==> config.mk <==
export PLATFORM = sky130hd
export DESIGN_NAME = NextPcUnit
export DESIGN_NICKNAME = d
export VERILOG_FILES = /design/src/source/mipsIsaPkg.sv /design/src/source/NextPcUnit.sv
export SDC_FILE = /design/constraint.sdc
export NUM_CORES = 1
export LEC_CHECK = 0
export BUFFER_PORTS_ARGS = -buffer_cell sky130_fd_sc_hd__buf_4
export CAP_MARGIN = 20
export CORE_UTILIZATION = 40
export DETAILED_ROUTE_END_ITERATION = 16
export GPL_TIMING_DRIVEN = 0
export PLACE_DENSITY = 0.69
export SYNTH_ARGS = -nofsm -noshare
export SYNTH_HDL_FRONTEND = slang
export SYNTH_SLANG_ARGS = --single-unit
==> constraint.sdc <==
create_clock -name clk -period 4.1 [get_ports clk]
set_clock_uncertainty 0.15 [all_clocks]
set_input_delay 0.82 -clock clk [delete_from_list [all_inputs] [get_ports clk]]
set_output_delay 0.82 -clock clk [all_outputs]
set_load 0.02 [all_outputs]
==> src/source/mipsIsaPkg.sv <==
package mipsIsaPkg;

        //////////////////////////////////////////////////////////////////////
        // opcodes
        //////////////////////////////////////////////////////////////////////
        localparam logic [5:0] OP_RTYPE = 6'b000000;
        localparam logic [5:0] OP_MUL   = 6'b011100;
        localparam logic [5:0] OP_LW    = 6'b100011;
        localparam logic [5:0] OP_LH    = 6'b100001;
        localparam logic [5:0] OP_LB    = 6'b100000;
        localparam logic [5:0] OP_SW    = 6'b101011;
        localparam logic [5:0] OP_SH    = 6'b101001;
        localparam logic [5:0] OP_SB    = 6'b101000;
        localparam logic [5:0] OP_ADDI  = 6'b001000;
        localparam logic [5:0] OP_ANDI  = 6'b001100;
        localparam logic [5:0] OP_ORI   = 6'b001101;
        localparam logic [5:0] OP_XORI  = 6'b001110;
        localparam logic [5:0] OP_SLTI  = 6'b001010;
        // beq and bne differ only in bit 0
        localparam logic [5:0] OP_BEQ   = 6'b000100;
        localparam logic [5:0] OP_BNE   = 6'b000101;
        localparam logic [5:0] OP_J     = 6'b000010;
        localparam logic [5:0] OP_JAL   = 6'b000011;

        // function codes of the R-type group
        localparam logic [5:0] FN_SLL = 6'b000000;
        localparam logic [5:0] FN_SRL = 6'b000010;
        localparam logic [5:0] FN_JR  = 6'b001000;
        localparam logic [5:0] FN_ADD = 6'b100000;
        localparam logic [5:0] FN_SUB = 6'b100010;
        localparam logic [5:0] FN_AND = 6'b100100;
        localparam logic [5:0] FN_OR  = 6'b100101;
        localparam logic [5:0] FN_XOR = 6'b100110;
        localparam logic [5:0] FN_NOR = 6'b100111;
        localparam logic [5:0] FN_SLT = 6'b101010;

        // link register for jal
        localparam logic [4:0] REG_RA = 5'd31;

        //////////////////////////////////////////////////////////////////////
        // instruction formats
        //////////////////////////////////////////////////////////////////////
        typedef struct packed {
                logic [5:0] opcode;
                logic [4:0] rs;
                logic [4:0] rt;
                logic [4:0] rd;
                logic [4:0] shamt;
                logic [5:0] funct;
        } rFormat_t;

        typedef struct packed {
                logic [5:0]  opcode;
                logic [4:0]  rs;
                logic [4:0]  rt;
                logic [15:0] imm16;
        } iFormat_t;

        typedef struct packed {
                logic [5:0]  opcode;
                logic [25:0] target26;
        } jFormat_t;

        // same word, three views
        typedef union packed {
                rFormat_t r;
                iFormat_t i;
                jFormat_t j;
        } instruction_t;

endpackage
==> src/source/NextPcUnit.sv <==
`timescale 1ns/10ps

module NextPcUnit #(
        parameter logic [31:0] RESET_PC = 32'd0
) (
        input  logic                     clk,
        input  logic                     reset,
        input  mipsIsaPkg::instruction_t instruction,
        input  logic [31:0]              readDataA,
        input  logic [31:0]              readDataB,
        input  logic                     pcSrc,
        input  logic                     jump,
        input  logic                     jr,
        output logic [31:0]              pc,
        output logic [31:0]              pcPlus4,
        output logic                     branchOutput
);

        logic [31:0] branchOffset;
        logic [31:0] nextPc;

        assign pcPlus4 = pc + 32'd4;

        // opcode bit 0 set means bne
        assign branchOutput = instruction.i.opcode[0] ? (readDataA != readDataB)
                                                      : (readDataA == readDataB);

        assign branchOffset = {{14{instruction.i.imm16[15]}}, instruction.i.imm16, 2'b00};

        always_comb begin
                if (jr)
                        nextPc = readDataA;
                else if (jump)
                        nextPc = {pcPlus4[31:28], instruction.j.target26, 2'b00};
                else if (pcSrc)
                        nextPc = pcPlus4 + branchOffset;
                else
                        nextPc = pcPlus4;
        end

        always_ff @(posedge clk) begin
                if (reset)
                        pc <= RESET_PC;
                else
                        pc <= nextPc;
        end

endmodule

==> flow_metrics.tcl <==
set metrics [dict create \
    cp-start-kind "flop" \
    arrival_ps 4010 \
    cts_made_buffers 5 \
    slowest_delay_ps 410 \
    worst-path-buf-inv 2 \
    wl_per_cell_um 19.52 \
    muxShareOfSynthArea 0.01717 \
    hold_viol 0 \
    final_common_cell "buf_4" \
    power.density_nw_per_um2 249.0 \
    outcome "complete, no violations" \
    drive_gt1_frac 0.3054 \
    top_regs "pc x32" \
    report.final.slew_viol_count 0 \
    fp.coreArea_um2 9910 \
    area_delta_synth_final_pct 39.58 \
    grt.total_usage 0.2966 \
    synth-compound-area-share 0.2759 \
    ys_ff_latch 32 \
    vias 5077 \
    port_buffers 158 \
    rsz0062_at_grt "true" \
    syn_inst 554 \
    timing.hold.ws_ps 526.4 \
    synth_nets 692 \
    cp_max_fo 8 \
    slew_headroom 0.5728 \
    drc_errors 0 \
    crit_slowest_cell "dfxtp_2" \
    postSynth.asyncResetShare 0 \
    io_pins 166 \
    synthXorXnorAreaFrac 0.1729 \
    fp.dieH_um 103.9 \
    largest_register_ffs 32 \
    crit_type "flop to flop" \
    layout_common_cells "168 x buf_4, 61 x xnor2_1, 48 x nand2_1" \
    drt_iter0_drc 304 \
    clkLatencyLatePin_ps 290 \
    synth_top_family_by_area "compound AO/OA/AOI/OAI gates" \
    ys_types 67 \
    clk_pin_slew_ps 80 \
    synth_edf_count 0 \
    critPathTopFamily "compound AO/OA/AOI/OAI gates" \
    num_rows 36 \
    die_w_um 103.9 \
    drt-total-wl_mm 16.78 \
    hp-class "flop to flop" \
    ys_warn_count 0 \
    numClockSinks 32 \
    cts_tree "yes" \
    fin_crit_ps 3957 \
    cp.required_ps 4160 \
    start_util 0.4192 \
    top_register "pc" \
    synth_area_um2 4154 \
    drtAntennaViolNets 0 \
    dp_hpwl_mm 13.48 \
    drv_cap 0 \
    timing.fmax_mhz 252.7 \
    grt_pass1_vias 4770 \
    cp_cell_sequence "ha_1, inv_1, nor3_4, nand2_1, xnor2_1, ha_1, clkbuf_1, a21oi_1, o21ai_0, o31ai_4, o21bai_2, a311oi_2, xnor2_1, a211oi_1" \
    cts_max_level 2 \
    crit_path_end_kind "flop" \
    fin_util 0.5851 \
    num_antenna_cells 0 \
    ir_worst_vdd_mv 0.1313 \
    root_buffer "clkbuf_8" \
    synth_simple_gate_area_frac 0.2289 \
    grt-ovfl-total 0 \
    viasPerCell 5.903 \
    fin_crit_sh 0.9652 \
    gp_congestion 0.9341 \
    clockBufferDepth 2 \
    nNetsFinal 864 \
    setup_viol 0 \
    synth-main-ff-cell "dfxtp_1" \
    avgSynthCellArea_um2 7.498 \
    grt_max_degree 22 \
    die_area_um2 10800 \
    antenna_found_initial 0 \
    hold_buffers 0 \
    firstDrtPassIters 5 \
    grt_pass1_wl_mm 25.34 \
    leakagePower_nw 2.679 \
    worstMarginPinSlew_ps 640.8 \
    synth-adder-area-share 0.1133 \
    ys_seq_area_frac 0.1542 \
]
## tightest hold or removal path: stages (launching register included)
cell     delay [ps]
dfxtp_1         340
nor3b_1         140
a21oi_1         110
nor2_1           40
## routing by layer
| metal | track usage | up-vias | share of wire |
|---|---|---|---|
| met5 | 0 | - | 0 |
| met4 | 0.1031 | 0 | 0.035 |
| met3 | 0.03133 | 47 | 0.077 |
| met2 | 0.4981 | 285 | 0.46 |
| met1 | 0.3934 | 2364 | 0.43 |
| li1 | - | 2381 | - |
## power by group
part           internal, W  leakage, nW  switching (W)
Sequential        0.000338        0.267      0.0000405
Combinational     0.000359         2.36       0.000452
Clock             0.000118       0.0479       0.000136
Total             0.000815         2.68       0.000628
## repair_timing
item	in CTS	in global routing
setup buffers	1	6
endpoints found under the setup margin	6	9
pin swaps	1	6
resized for setup	10	20
## through the flow
stage | area [um2] | power, W | worst slack (ps) | TNS [ps] | std cells
floorplan | 4154 | 0.0008527 | 160.6 | 0 | 554
global placement | 5507 | 0.001142 | -197.3 | -606.1 | 845
detailed placement | 5507 | 0.001148 | -393.9 | -959.0 | 845
CTS | 5648 | 0.001403 | 22.51 | 0 | 854
global route | 5798 | 0.001519 | -23.32 | -45.05 | 860
finish | 5798 | 0.001444 | 142.6 | 0 | 860
## synth_stat cells, types with 2 or more instances
library cell,count,area (um2)
o21a_1,5,37.54
nor3_1,9,45.04
a211oi_1,11,82.58
inv_1,10,37.54
o21bai_1,5,37.54
mux2i_1,6,60.06
a21oi_1,48,240.2
a21boi_0,4,30.03
nor2_1,48,180.2
nand3_1,19,95.09
nor2b_1,14,87.58
a31oi_1,3,18.77
or2_2,2,12.51
xor2_1,14,122.6
a211o_1,4,35.03
ha_1,36,450.4
a21oi_2,2,17.52
buf_4,3,22.52
and3_1,6,37.54
o22ai_1,5,31.28
a22oi_1,5,37.54
o21ai_0,26,130.1
a221o_1,2,20.02
clkbuf_1,20,75.07
nor4_1,4,25.02
nor3b_1,3,22.52
a22o_1,2,17.52
dfxtp_1,32,640.6
a221oi_1,3,26.28
nand2_1,48,180.2
a32o_1,2,20.02
xnor2_1,68,595.6
and4_1,4,35.03
o211ai_1,4,30.03
a21o_1,19,142.6
nor3_2,3,30.03
nand2b_1,3,18.77
nand4_1,21,131.4
buf_1,3,11.26
## cell families (layout without fill, tap and decap cells)
group / count (synthesis) / in the layout
simple gates: 190 / 190
xor+xnor: 82 / 82
flops: 32 / 32
buf+inv: 38 / 211
mux: 7 / 7
fa+ha+maj: 37 / 37
compound gates: 168 / 168
## path summary, 6_finish.rpt
| check | depth (start not counted) | end | slack [ps] | startpoint |
|---|---|---|---|---|
| worst max-delay path | 14 | pc[31] | 140 | pc[2] |
| worst min register to register | 3 | pc[1] | 530 | pc[1] |
| worst max register to register | 14 | pc[31] | 140 | pc[2] |
| worst min-delay path | 3 | pc[1] | 530 | pc[1] |
## layout make-up
class,count,area [um2]
fill,948,4111
multi-input combinational,484,3502
timing repair buffer,165,1239
sequential,32,646.9
tap,133,166.4
buffer,28,118.9
clock buffer,5,68.82
inverter,10,37.54
clock inverter,3,18.77
Note: power is estimated with default switching activity, not from simulation.
