<file path="src/source/mipsCtrlPkg.sv">
package mipsCtrlPkg;

        // ALU codes as used by the decoder
        typedef enum logic [4:0] {
                ALU_ADD  = 5'd1,
                ALU_SUB  = 5'd2,
                ALU_MUL  = 5'd3,
                ALU_SLL  = 5'd4,
                ALU_SRL  = 5'd5,
                ALU_AND  = 5'd6,
                ALU_OR   = 5'd7,
                ALU_XOR  = 5'd8,
                ALU_NOR  = 5'd13,
                ALU_SLT  = 5'd14,
                ALU_NONE = 5'd31
        } aluOp_t;

        // access width for loads and stores, 0 means no access
        typedef enum logic [1:0] {
                MEM_NONE = 2'd0,
                MEM_WORD = 2'd1,
                MEM_HALF = 2'd2,
                MEM_BYTE = 2'd3
        } memSize_t;

        typedef struct packed {
                logic     regWrite;
                logic     aluSrc;
                logic     regDst;
                logic     memToReg;     // 1 picks the ALU result
                logic     jump;
                logic     jr;
                logic     jal;
                logic     shiftControl;
                logic     pcSrc;
                aluOp_t   aluControl;
                memSize_t memWrite;
                memSize_t memRead;
        } ctrlSignals_t;

endpackage

</file>
<file path="src/source/mipsIsaPkg.sv">
package mipsIsaPkg;

        //////////////////////////////////////////////////////////////////////
        // opcodes
        //////////////////////////////////////////////////////////////////////
        localparam logic [5:0] OP_RTYPE = 6'b000000;
        localparam logic [5:0] OP_MUL   = 6'b011100;
        localparam logic [5:0] OP_LW    = 6'b100011;
        localparam logic [5:0] OP_LH    = 6'b100001;
        localparam logic [5:0] OP_LB    = 6'b100000;
        localparam logic [5:0] OP_SW    = 6'b101011;
        localparam logic [5:0] OP_SH    = 6'b101001;
        localparam logic [5:0] OP_SB    = 6'b101000;
        localparam logic [5:0] OP_ADDI  = 6'b001000;
        localparam logic [5:0] OP_ANDI  = 6'b001100;
        localparam logic [5:0] OP_ORI   = 6'b001101;
        localparam logic [5:0] OP_XORI  = 6'b001110;
        localparam logic [5:0] OP_SLTI  = 6'b001010;
        // beq and bne differ only in bit 0
        localparam logic [5:0] OP_BEQ   = 6'b000100;
        localparam logic [5:0] OP_BNE   = 6'b000101;
        localparam logic [5:0] OP_J     = 6'b000010;
        localparam logic [5:0] OP_JAL   = 6'b000011;

        // function codes of the R-type group
        localparam logic [5:0] FN_SLL = 6'b000000;
        localparam logic [5:0] FN_SRL = 6'b000010;
        localparam logic [5:0] FN_JR  = 6'b001000;
        localparam logic [5:0] FN_ADD = 6'b100000;
        localparam logic [5:0] FN_SUB = 6'b100010;
        localparam logic [5:0] FN_AND = 6'b100100;
        localparam logic [5:0] FN_OR  = 6'b100101;
        localparam logic [5:0] FN_XOR = 6'b100110;
        localparam logic [5:0] FN_NOR = 6'b100111;
        localparam logic [5:0] FN_SLT = 6'b101010;

        // link register for jal
        localparam logic [4:0] REG_RA = 5'd31;

        //////////////////////////////////////////////////////////////////////
        // instruction formats
        //////////////////////////////////////////////////////////////////////
        typedef struct packed {
                logic [5:0] opcode;
                logic [4:0] rs;
                logic [4:0] rt;
                logic [4:0] rd;
                logic [4:0] shamt;
                logic [5:0] funct;
        } rFormat_t;

        typedef struct packed {
                logic [5:0]  opcode;
                logic [4:0]  rs;
                logic [4:0]  rt;
                logic [15:0] imm16;
        } iFormat_t;

        typedef struct packed {
                logic [5:0]  opcode;
                logic [25:0] target26;
        } jFormat_t;

        // same word, three views
        typedef union packed {
                rFormat_t r;
                iFormat_t i;
                jFormat_t j;
        } instruction_t;

endpackage
</file>
<file path="src/source/Controller.sv">
`timescale 1ns/10ps

module Controller (
        input  mipsIsaPkg::instruction_t  instruction,
        input  logic                      branchOutput,
        output mipsCtrlPkg::ctrlSignals_t ctrl
);

        always_comb begin
                // no-op values, overridden per opcode
                ctrl            = '0;
                ctrl.aluControl = mipsCtrlPkg::ALU_NONE;

                case (instruction.r.opcode)
                mipsIsaPkg::OP_RTYPE: begin
                        ctrl.regWrite = 1'b1;
                        ctrl.regDst   = 1'b1;
                        ctrl.memToReg = 1'b1;
                        case (instruction.r.funct)
                        mipsIsaPkg::FN_JR: begin
                                ctrl.regWrite = 1'b0;
                                ctrl.memToReg = 1'b0;
                                ctrl.jr       = 1'b1;
                        end
                        mipsIsaPkg::FN_SLL: begin
                                ctrl.aluControl   = mipsCtrlPkg::ALU_SLL;
                                ctrl.shiftControl = 1'b1;
                        end
                        mipsIsaPkg::FN_SRL: begin
                                ctrl.aluControl   = mipsCtrlPkg::ALU_SRL;
                                ctrl.shiftControl = 1'b1;
                        end
                        mipsIsaPkg::FN_ADD: ctrl.aluControl = mipsCtrlPkg::ALU_ADD;
                        mipsIsaPkg::FN_SUB: ctrl.aluControl = mipsCtrlPkg::ALU_SUB;
                        mipsIsaPkg::FN_AND: ctrl.aluControl = mipsCtrlPkg::ALU_AND;
                        mipsIsaPkg::FN_OR:  ctrl.aluControl = mipsCtrlPkg::ALU_OR;
                        mipsIsaPkg::FN_XOR: ctrl.aluControl = mipsCtrlPkg::ALU_XOR;
                        mipsIsaPkg::FN_NOR: ctrl.aluControl = mipsCtrlPkg::ALU_NOR;
                        mipsIsaPkg::FN_SLT: ctrl.aluControl = mipsCtrlPkg::ALU_SLT;
                        // unknown funct behaves as a no-op
                        default: begin
                                ctrl.regWrite = 1'b0;
                                ctrl.regDst   = 1'b0;
                                ctrl.memToReg = 1'b0;
                        end
                        endcase
                end
                mipsIsaPkg::OP_MUL: begin
                        ctrl.regWrite   = 1'b1;
                        ctrl.regDst     = 1'b1;
                        ctrl.memToReg   = 1'b1;
                        ctrl.aluControl = mipsCtrlPkg::ALU_MUL;
                end

                //////////////////////////////////////////////////////////////
                // loads and stores, address is rs + imm
                //////////////////////////////////////////////////////////////
                mipsIsaPkg::OP_LW, mipsIsaPkg::OP_LH, mipsIsaPkg::OP_LB: begin
                        ctrl.regWrite   = 1'b1;
                        ctrl.aluSrc     = 1'b1;
                        ctrl.aluControl = mipsCtrlPkg::ALU_ADD;
                        if (instruction.r.opcode == mipsIsaPkg::OP_LW)
                                ctrl.memRead = mipsCtrlPkg::MEM_WORD;
                        else if (instruction.r.opcode == mipsIsaPkg::OP_LH)
                                ctrl.memRead = mipsCtrlPkg::MEM_HALF;
                        else
                                ctrl.memRead = mipsCtrlPkg::MEM_BYTE;
                end
                mipsIsaPkg::OP_SW, mipsIsaPkg::OP_SH, mipsIsaPkg::OP_SB: begin
                        ctrl.aluSrc     = 1'b1;
                        ctrl.aluControl = mipsCtrlPkg::ALU_ADD;
                        if (instruction.r.opcode == mipsIsaPkg::OP_SW)
                                ctrl.memWrite = mipsCtrlPkg::MEM_WORD;
                        else if (instruction.r.opcode == mipsIsaPkg::OP_SH)
                                ctrl.memWrite = mipsCtrlPkg::MEM_HALF;
                        else
                                ctrl.memWrite = mipsCtrlPkg::MEM_BYTE;
                end

                //////////////////////////////////////////////////////////////
                // immediates
                //////////////////////////////////////////////////////////////
                mipsIsaPkg::OP_ADDI, mipsIsaPkg::OP_ANDI, mipsIsaPkg::OP_ORI,
                mipsIsaPkg::OP_XORI, mipsIsaPkg::OP_SLTI: begin
                        ctrl.regWrite = 1'b1;
                        ctrl.aluSrc   = 1'b1;
                        ctrl.memToReg = 1'b1;
                        case (instruction.r.opcode)
                        mipsIsaPkg::OP_ANDI: ctrl.aluControl = mipsCtrlPkg::ALU_AND;
                        mipsIsaPkg::OP_ORI:  ctrl.aluControl = mipsCtrlPkg::ALU_OR;
                        mipsIsaPkg::OP_XORI: ctrl.aluControl = mipsCtrlPkg::ALU_XOR;
                        mipsIsaPkg::OP_SLTI: ctrl.aluControl = mipsCtrlPkg::ALU_SLT;
                        default:             ctrl.aluControl = mipsCtrlPkg::ALU_ADD;
                        endcase
                end

                // taken or not comes from the compare in NextPcUnit
                mipsIsaPkg::OP_BEQ, mipsIsaPkg::OP_BNE: ctrl.pcSrc = branchOutput;
                mipsIsaPkg::OP_J: ctrl.jump = 1'b1;
                mipsIsaPkg::OP_JAL: begin
                        ctrl.regWrite = 1'b1;
                        ctrl.jump     = 1'b1;
                        ctrl.jal      = 1'b1;
                end
                default: ;
                endcase
        end

endmodule

</file>
<file path="config.mk">
export PLATFORM = sky130hd
export DESIGN_NAME = Controller
export DESIGN_NICKNAME = d
export VERILOG_FILES = /design/src/source/mipsCtrlPkg.sv /design/src/source/mipsIsaPkg.sv /design/src/source/Controller.sv
export SDC_FILE = /design/constraint.sdc
export NUM_CORES = 1
export LEC_CHECK = 0
export BUFFER_PORTS_ARGS = -buffer_cell sky130_fd_sc_hd__clkbuf_2
export CORE_AREA = 2 2 39 41
export DETAILED_ROUTE_END_ITERATION = 6
export DIE_AREA = 0 0 41 43
export PLACE_DENSITY_LB_ADDON = 0.3
export SLEW_MARGIN = 25
export SYNTH_ARGS = -nofsm -noshare
export SYNTH_HDL_FRONTEND = slang
export SYNTH_SLANG_ARGS = --single-unit
</file>
<file path="constraint.sdc">
create_clock -name vclk -period 2.6
set_input_delay 0.65 -clock vclk [all_inputs]
set_output_delay 0.65 -clock vclk [all_outputs]
set_load 0.02 [all_outputs]
</file>
==> results.sh, run 1 <==
export IMPL_outcome="complete, no violations"
export IMPL_rsz0062_at_grt="no"
export IMPL_cp_max_fo=8
export IMPL_grt_pass1_wl_microns=2340
export IMPL_grtUsageTotal_pct=17.8
export IMPL_start_kind="input pin"
export IMPL_switchingPower_mw=0.0603
export IMPL_fp_dieW_microns=41
export IMPL_fin_setup_tns_ps=0
export IMPL_worst_slew_pin_slew_ps=378
export IMPL_leakage_nw=0.359
export IMPL_ys_types=41
export IMPL_power_per_cell_area_mw_per_mm2=144
export IMPL_core_area_sq_mm=0.00138
export IMPL_routed_via_density=5.35
export IMPL_cp_required_ps=1950
export IMPL_yosys_area_top_type="nor2_1"
export IMPL_drive_gt1_share_pct=42.2
export IMPL_grt_overflow=0
export IMPL_path_class="input pin to output port"
export IMPL_syn_inst=80
export IMPL_io_pins=51
export IMPL_io_buffers=31
export IMPL_cp_arrival_ps=1840
export IMPL_hold_viol=0
export IMPL_ys_warn_count=0
export IMPL_n_clock_buffer=0
export IMPL_intPower_mw=0.0386
export IMPL_cap_violations=0
export IMPL_synth_top_area_share_pct=8.09
export IMPL_die_y_microns=43
export IMPL_vias=669
export IMPL_ant_nets=0
export IMPL_drc=0
export IMPL_start_util_pct=36.9
export IMPL_routabilityCongestion=0.861
export IMPL_worst_slew_margin_rel_pct=74.7
export IMPL_final_seq_area_sq_um=0
export IMPL_min_path_type="input pin to output port"
export IMPL_ys_seq_area_share_pct=0
export IMPL_antenna_cells=0
export IMPL_row_count=14
export IMPL_nFlopsAndLatches=0
export IMPL_syn_to_final_growth_pct=34.6
export IMPL_syn_area_per_cell_sq_um=6.38
export IMPL_maxSlewViolCount=0
export IMPL_layout_min_cycle_time_ps=2490
export IMPL_clkPwrFrac_pct=0
export IMPL_drt_pass1_iterations=4
export IMPL_grt_pass1_vias=536
export IMPL_ys_top_cells_by_area="nor2_1 (8.1%), a21oi_1 (6.9%), nand2_1 (5.1%)"
export IMPL_vdd_drop_max_mv=0.0585
export IMPL_final_nets=144
export IMPL_hpwlAfterDp_microns=1150
export IMPL_period_share_pct=95.6
export IMPL_syn_nets=113
export IMPL_postCtsHoldBufs=0
export IMPL_combPwrFrac_pct=100.0
export IMPL_pwr_share_seq_pct=0
export IMPL_swShare_pct=61.0
export IMPL_drt_initial_drc_count=8
export IMPL_setup_viol_count_final=0
export IMPL_fin_cells=125
export IMPL_die_area_sq_mm=0.00176
export IMPL_syn_area_sq_um=510
export IMPL_grt_max_degree=13
export IMPL_wl_per_cell_microns=11.4
export IMPL_crit_path_end_kind="output port"
export IMPL_max_freq_mhz=402
export IMPL_wl_microns=1430
export IMPL_antenna_found_initial=0
export IMPL_post_place_cells=124
[cells in the mapped netlist, types with 2 or more instances]
master	n
nand3_1	2
nand2b_1	4
buf_2	3
mux2i_1	2
and3_1	2
nor2_1	11
nor4_1	4
a21oi_1	7
inv_1	2
nand4_1	2
nor2b_1	2
nor3_1	4
nand2_1	7
[logic make-up after synthesis]
| logic type | count (synthesis) | share of synthesized area (%) |
|---|---|---|
| and+or+nand+nor | 50 | 59.3 |
| AOI/OAI and AO/OA | 19 | 26.2 |
| buffers and inverters | 8 | 8.82 |
| muxes | 2 | 3.92 |
| xor gates and xnor gates | 1 | 1.72 |
[routing by layer]
metal / track usage [%] / wire length, microns / part of all wire [%] / up-vias
met5: 0 / 0 / 0 / -
met4: 1.33 / 0 / 0 / 0
met3: 0.524 / 44 / 3.1 / 0
met2: 25.6 / 659 / 46 / 14
met1: 29.4 / 726 / 51 / 300
li1: - / - / - / 355
[power groups by stage]
stage,clock [mW],sequential [mW],combinational (mW)
after global routing,0,0,0.110
final,0,0,0.0989
after floorplan,0,0,0.0655
after detailed placement,0,0,0.0971
after CTS,0,0,0.0973
after global placement,0,0,0.0955
[layout make-up]
class,count,area (sq um)
fillers,150,697
repair buffers,35,185
well taps,16,20.0
inverters,2,7.51
multi-input cells,72,474
[worst paths after layout]
| kind | depth (start not counted) | end | start | slack, ps |
|---|---|---|---|---|
| setup / recovery | 7 | ctrl[17] | instruction[31] | 110 |
| hold / removal | 3 | ctrl[10] | instruction[5] | 1650 |
[timing repair]
action	4_1_cts	5_1_grt
resized for setup	0	1
hold endpoints to repair	0	0
setup endpoints to repair	0	4
setup buffers	0	1
[critical path, cell delays in order]
cell      delay [ps]
clkbuf_2         160
nor4_4           260
buf_4            180
nand3b_4         100
o21bai_1         200
nand4_1          110
clkbuf_2         170
[cells in the final DEF (no fill, tap or decap), types with 2 or more instances in the layout]
| master | count |
|---|---|
| a21oi_1 | 7 |
| and3_1 | 2 |
| buf_4 | 4 |
| clkbuf_2 | 31 |
| inv_1 | 2 |
| mux2i_1 | 2 |
| nand2_1 | 7 |
| nand2b_1 | 4 |
| nand3_1 | 2 |
| nand4_1 | 2 |
| nor2_1 | 11 |
| nor2b_1 | 2 |
| nor3_1 | 4 |
| nor4_1 | 4 |
[through the flow]
stage          utilization (%)  power [mW]  setup WS, ps  instance area, sq um  hold WS (ps)
2_1_floorplan                -      0.0655          16.8                   510          1390
3_3_place_gp              48.5      0.0955          78.2                   671          1640
3_5_place_dp              48.5      0.0971          57.4                   671          1650
4_1_cts                   48.5      0.0973          58.0                   671          1650
5_1_grt                   49.6       0.110          14.3                   687          1670
6_report                  49.6      0.0989           115                   687          1650
(Power assumes the default switching activity.)
==> inputs of run 2 (changes only) <==
--- a/config.mk
+++ b/config.mk
@@ -6,10 +6,13 @@
 export NUM_CORES = 1
 export LEC_CHECK = 0
 export BUFFER_PORTS_ARGS = -buffer_cell sky130_fd_sc_hd__clkbuf_2
+export CAP_MARGIN = 20
 export CORE_AREA = 2 2 39 41
 export DETAILED_ROUTE_END_ITERATION = 6
 export DIE_AREA = 0 0 41 43
 export PLACE_DENSITY_LB_ADDON = 0.3
+export RECOVER_POWER = 50
+export SETUP_SLACK_MARGIN = 0.15
 export SLEW_MARGIN = 25
 export SYNTH_ARGS = -nofsm -noshare
 export SYNTH_HDL_FRONTEND = slang
==> run 2 against run 1 <==
Effect of this change: first-iteration DRC count is 130% higher; core utilization is 8.5 points higher; final cell count is 2.4% higher; non-clock buffer count is 3 higher; combinational power is 19% higher; design area is 17% higher.
==> results.sh, run 2 (synthesis gave the netlist of run 1 again) <==
export IMPL_outcome="complete, no violations"
export IMPL_n_clock_buffer=0
export IMPL_hpwlAfterDp_microns=1170
export IMPL_wl_microns=1580
export IMPL_holdPathEnd="ctrl[0]"
export IMPL_grt_max_degree=13
export IMPL_max_freq_mhz=411
export IMPL_worst_slew_pin_slew_ps=367
export IMPL_cp_slowest_cell="nor4_4"
export IMPL_intPower_mw=0.0514
export IMPL_nFlopsAndLatches=0
export IMPL_combPwrFrac_pct=100.0
export IMPL_min_path_type="input pin to output port"
export IMPL_wl_per_cell_microns=12.4
export IMPL_drt_initial_drc_count=18
export IMPL_io_pins=51
export IMPL_io_buffers=31
export IMPL_worst_slew_margin_rel_pct=75.3
export IMPL_switchingPower_mw=0.0662
export IMPL_rsz0062_at_grt="yes"
export IMPL_final_seq_area_sq_um=0
export IMPL_vias=705
export IMPL_pwr_share_seq_pct=0
export IMPL_die_y_microns=43
export IMPL_cp_arrival_ps=1780
export IMPL_core_area_sq_mm=0.00138
export IMPL_routabilityCongestion=0.882
export IMPL_total_power_mw=0.118
export IMPL_ant_nets=0
export IMPL_cap_violations=0
export IMPL_layout_min_cycle_time_ps=2430
export IMPL_grtUsageTotal_pct=19.3
export IMPL_setup_slack_ps=166
export IMPL_grt_overflow=0
export IMPL_crit_chain="buf_12 > nor4_4 > nand3b_4 > o21bai_4 > nand4_1 > clkbuf_8"
export IMPL_hp_start="instruction[29]"
export IMPL_maxSlewViolCount=0
export IMPL_hold_depth=3
export IMPL_clkPwrFrac_pct=0
export IMPL_power_per_cell_area_mw_per_mm2=146
export IMPL_fp_dieW_microns=41
export IMPL_cp_max_fo=8
export IMPL_grt_pass1_vias=597
export IMPL_leakage_nw=0.370
export IMPL_crit_path_end_kind="output port"
export IMPL_syn_to_final_growth_pct=57.6
export IMPL_routed_via_density=5.51
export IMPL_period_share_pct=93.6
export IMPL_antenna_cells=0
export IMPL_grt_pass1_wl_microns=2560
export IMPL_multi_input_area_sq_um=519
export IMPL_cp_required_ps=1950
export IMPL_most_common_layout_cells="clkbuf_2 (15), nor2_1 (10), buf_4 (9), nand2_1 (7)"
export IMPL_die_area_sq_mm=0.00176
export IMPL_antenna_found_initial=0
export IMPL_start_util_pct=36.9
export IMPL_start_kind="input pin"
export IMPL_row_count=14
export IMPL_drc=0
export IMPL_swShare_pct=56.3
export IMPL_max_stage_delay_ps=400
export IMPL_vdd_drop_max_mv=0.0751
export IMPL_final_nets=147
export IMPL_drt_pass1_iterations=4
export IMPL_fin_setup_tns_ps=0
export IMPL_fillCellCount=127
export IMPL_dp_slack_ps=75.9
export IMPL_setup_viol_count_final=0
export IMPL_final_common_cell="clkbuf_2"
export IMPL_hold_viol=0
export IMPL_path_class="input pin to output port"
export IMPL_drive_gt1_share_pct=46.4
[run 2: how the worst max path moves through the flow]
stage	start	endpoint	slack (ps)	cells past startpoint
floorplan	instruction[30]	ctrl[15]	190	4
global placement	instruction[31]	ctrl[17]	70	6
detailed placement	instruction[31]	ctrl[17]	80	6
CTS	instruction[28]	ctrl[17]	140	6
global route	instruction[30]	ctrl[17]	120	6
finish	instruction[30]	ctrl[17]	170	6
[run 2: repair_timing]
action                                  in CTS  in global routing
endpoints found under the setup margin       5                  8
cloned                                       0                  0
hold buffers                                 0                  0
setup buffers                                2                  2
gates resized for setup                     13                 17
pin swaps                                    3                  6
[run 2: worst max-delay path: cells and delay by family]
| family | cells | cell delay, ps |
|---|---|---|
| AO/OA/AOI/OAI | 1 | 200 |
| buffers and inverters | 2 | 270 |
| AND/OR/NAND/NOR | 3 | 670 |
[run 2: cell type report]
type	instances	area share (%)
Multi-Input combinational cell	72	64.5
Timing Repair Buffer	38	32.0
Inverter	2	0.933
Tap cell	16	2.49
[run 2: stage by stage]
stage               instance area, sq um  instances  hold WS, ps  utilization (%)
global route                         805        128         1650             58.1
floorplan                            522         80         1350                -
CTS                                  761        126         1630             55.0
finish                               805        128         1640             58.1
global placement                     682        124         1640             49.3
detailed placement                   682        124         1650             49.3
[run 2: layer usage]
layer / global-route usage (%) / share of wire [%] / wire (microns)
met1: 29.7 / 47 / 736
met3: 1.05 / 2.8 / 45
met2: 29.7 / 50 / 790
met5: 0 / 0 / 0
met4: 1.33 / 0.57 / 9
[run 2: power groups by stage]
stage	Clock [mW]	Combinational [mW]	Sequential, mW
after floorplan	0	0.0666	0
after global placement	0	0.0969	0
after detailed placement	0	0.0988	0
after CTS	0	0.108	0
after global routing	0	0.128	0
final	0	0.118	0
==> inputs of run 3 (changes only) <==
--- a/config.mk
+++ b/config.mk
@@ -10,7 +10,7 @@
 export CORE_AREA = 2 2 39 41
 export DETAILED_ROUTE_END_ITERATION = 6
 export DIE_AREA = 0 0 41 43
-export PLACE_DENSITY_LB_ADDON = 0.3
+export PLACE_DENSITY = 0.91
 export RECOVER_POWER = 50
 export SETUP_SLACK_MARGIN = 0.15
 export SLEW_MARGIN = 25
==> run 3 against run 2 <==
Effect of this change: highest routed layer unchanged; worst hold slack improved by 8.6 ps; total power decreased by 1.5%; routed wire length increased by 3.8%; sequential cell count unchanged; largest cell class unchanged; core utilization decreased by 0.36 points; die area unchanged; clock-buffer cell count unchanged; global-route usage decreased by 0.30 points.
==> results.sh, run 3 (synthesis gave the netlist of run 1 again) <==
export IMPL_max_freq_mhz=405
export IMPL_antenna_found_initial=0
export IMPL_pwr_share_seq_pct=0
export IMPL_switchingPower_mw=0.0654
export IMPL_syn_to_final_growth_pct=56.6
export IMPL_die_y_microns=43
export IMPL_row_count=14
export IMPL_use_met3_pct=0
export IMPL_intPower_mw=0.0504
export IMPL_period_share_pct=94.9
export IMPL_grt_pass1_wl_microns=2510
export IMPL_n_clock_buffer=0
export IMPL_most_common_layout_cells="clkbuf_2 (17), buf_4 (12), nor2_1 (10), nand2_1 (8), a21oi_1 (6)"
export IMPL_grt_pass1_vias=633
export IMPL_grt_max_degree=12
export IMPL_holdPathEnd="ctrl[0]"
export IMPL_final_seq_area_sq_um=0
export IMPL_wl_per_cell_microns=12.7
export IMPL_core_area_sq_mm=0.00138
export IMPL_min_path_type="input pin to output port"
export IMPL_io_pins=51
export IMPL_crit_path_end_kind="output port"
export IMPL_wl_microns=1640
export IMPL_final_common_cell="clkbuf_2"
export IMPL_fp_dieW_microns=41
export IMPL_nFlopsAndLatches=0
export IMPL_layout_min_cycle_time_ps=2470
export IMPL_start_kind="input pin"
export IMPL_grt_util_met1_pct=23.4
export IMPL_worst_slew_pin_slew_ps=408
export IMPL_top_usage_layer="met2"
export IMPL_drt_pass1_iterations=4
export IMPL_cap_violations=0
export IMPL_hpwlAfterDp_microns=1220
export IMPL_path_class="input pin to output port"
export IMPL_leakage_nw=0.373
export IMPL_rsz0062_at_grt="yes"
export IMPL_grtUsageTotal_pct=19.0
export IMPL_grt_use_met2_pct=36.3
export IMPL_ant_nets=0
export IMPL_setup_viol_count_final=0
export IMPL_routed_via_density=5.64
export IMPL_swShare_pct=56.4
export IMPL_hold_depth=3
export IMPL_routabilityCongestion=0.846
export IMPL_io_buffers=31
export IMPL_final_core_utilization_pct=57.8
export IMPL_drc=0
export IMPL_outcome="complete, no violations"
export IMPL_power_per_cell_area_mw_per_mm2=145
export IMPL_hp_start="instruction[29]"
export IMPL_fin_setup_tns_ps=0
export IMPL_cp_arrival_ps=1820
export IMPL_hold_viol=0
export IMPL_cp_required_ps=1950
export IMPL_drive_gt1_share_pct=43.4
export IMPL_grt_overflow=0
export IMPL_fillCellCount=133
export IMPL_die_area_sq_mm=0.00176
export IMPL_vdd_drop_max_mv=0.0830
export IMPL_vias=727
export IMPL_start_util_pct=36.9
export IMPL_postCtsHoldBufs=0
export IMPL_total_power_mw=0.116
export IMPL_clkPwrFrac_pct=0
export IMPL_worst_slew_margin_rel_pct=72.5
export IMPL_combPwrFrac_pct=100.0
export IMPL_final_nets=148
export IMPL_maxSlewViolCount=0
export IMPL_cp_max_fo=7
export IMPL_antenna_cells=0
export IMPL_drt_initial_drc_count=13
-- run 3: changes by cell type in the layout (fill, tap and decap cells not counted), sizes merged --
cell / previous run / this run
clkbuf: 23 / 25
buf: 15 / 14
-- run 3: final cells by class --
class                      instances  area [sq um]  share of cell area (%)
tap                               16          20.0                    2.50
timing repair buffer              39           264                    33.0
multi-input combinational         72           508                    63.5
inverter                           2          7.51                   0.939
-- run 3: worst max-delay path by stage --
stage	end	start	cells past startpoint	slack [ps]
floorplan	ctrl[15]	instruction[30]	4	190
global placement	ctrl[17]	instruction[31]	6	90
detailed placement	ctrl[17]	instruction[31]	6	60
CTS	ctrl[8]	instruction[28]	5	150
global route	ctrl[5]	instruction[30]	5	80
finish	ctrl[5]	instruction[30]	5	130
-- run 3: power groups by stage --
stage	registers, mW	logic [mW]	clock network [mW]
after global placement	0	0.0964	0
after floorplan	0	0.0666	0
after detailed placement	0	0.0997	0
after global routing	0	0.126	0
final	0	0.116	0
after CTS	0	0.109	0
-- run 3: per-layer routing --
layer  share of wire (%)  vias to the layer above  wire, microns
li1                    -                      364              -
met1                  40                      327            659
met2                  52                       34            852
met3                 6.9                        2            114
met4                0.91                        0             15
met5                   0                        -              0
-- run 3: per-stage QoR --
stage / std cells / cell area, sq um / hold WS, ps / setup WS [ps]
2_1_floorplan: 80 / 522 / 1350 / 189
3_3_place_gp: 125 / 689 / 1640 / 93.7
3_5_place_dp: 125 / 689 / 1660 / 63.9
4_1_cts: 127 / 768 / 1660 / 152
5_1_grt: 129 / 800 / 1670 / 84.8
6_report: 129 / 800 / 1640 / 133
-- run 3: repair_timing --
item                                    in CTS  in global routing
gates resized for setup                     13                 13
pin swaps                                    3                  5
buffers inserted                             2                  2
endpoints found under the setup margin       6                  8
-- run 3: critical path, cell delays in order --
cell and delay, ps:
buf_12 110, nor4_4 380, nand2_1 210, o211ai_1 220, clkbuf_1 250
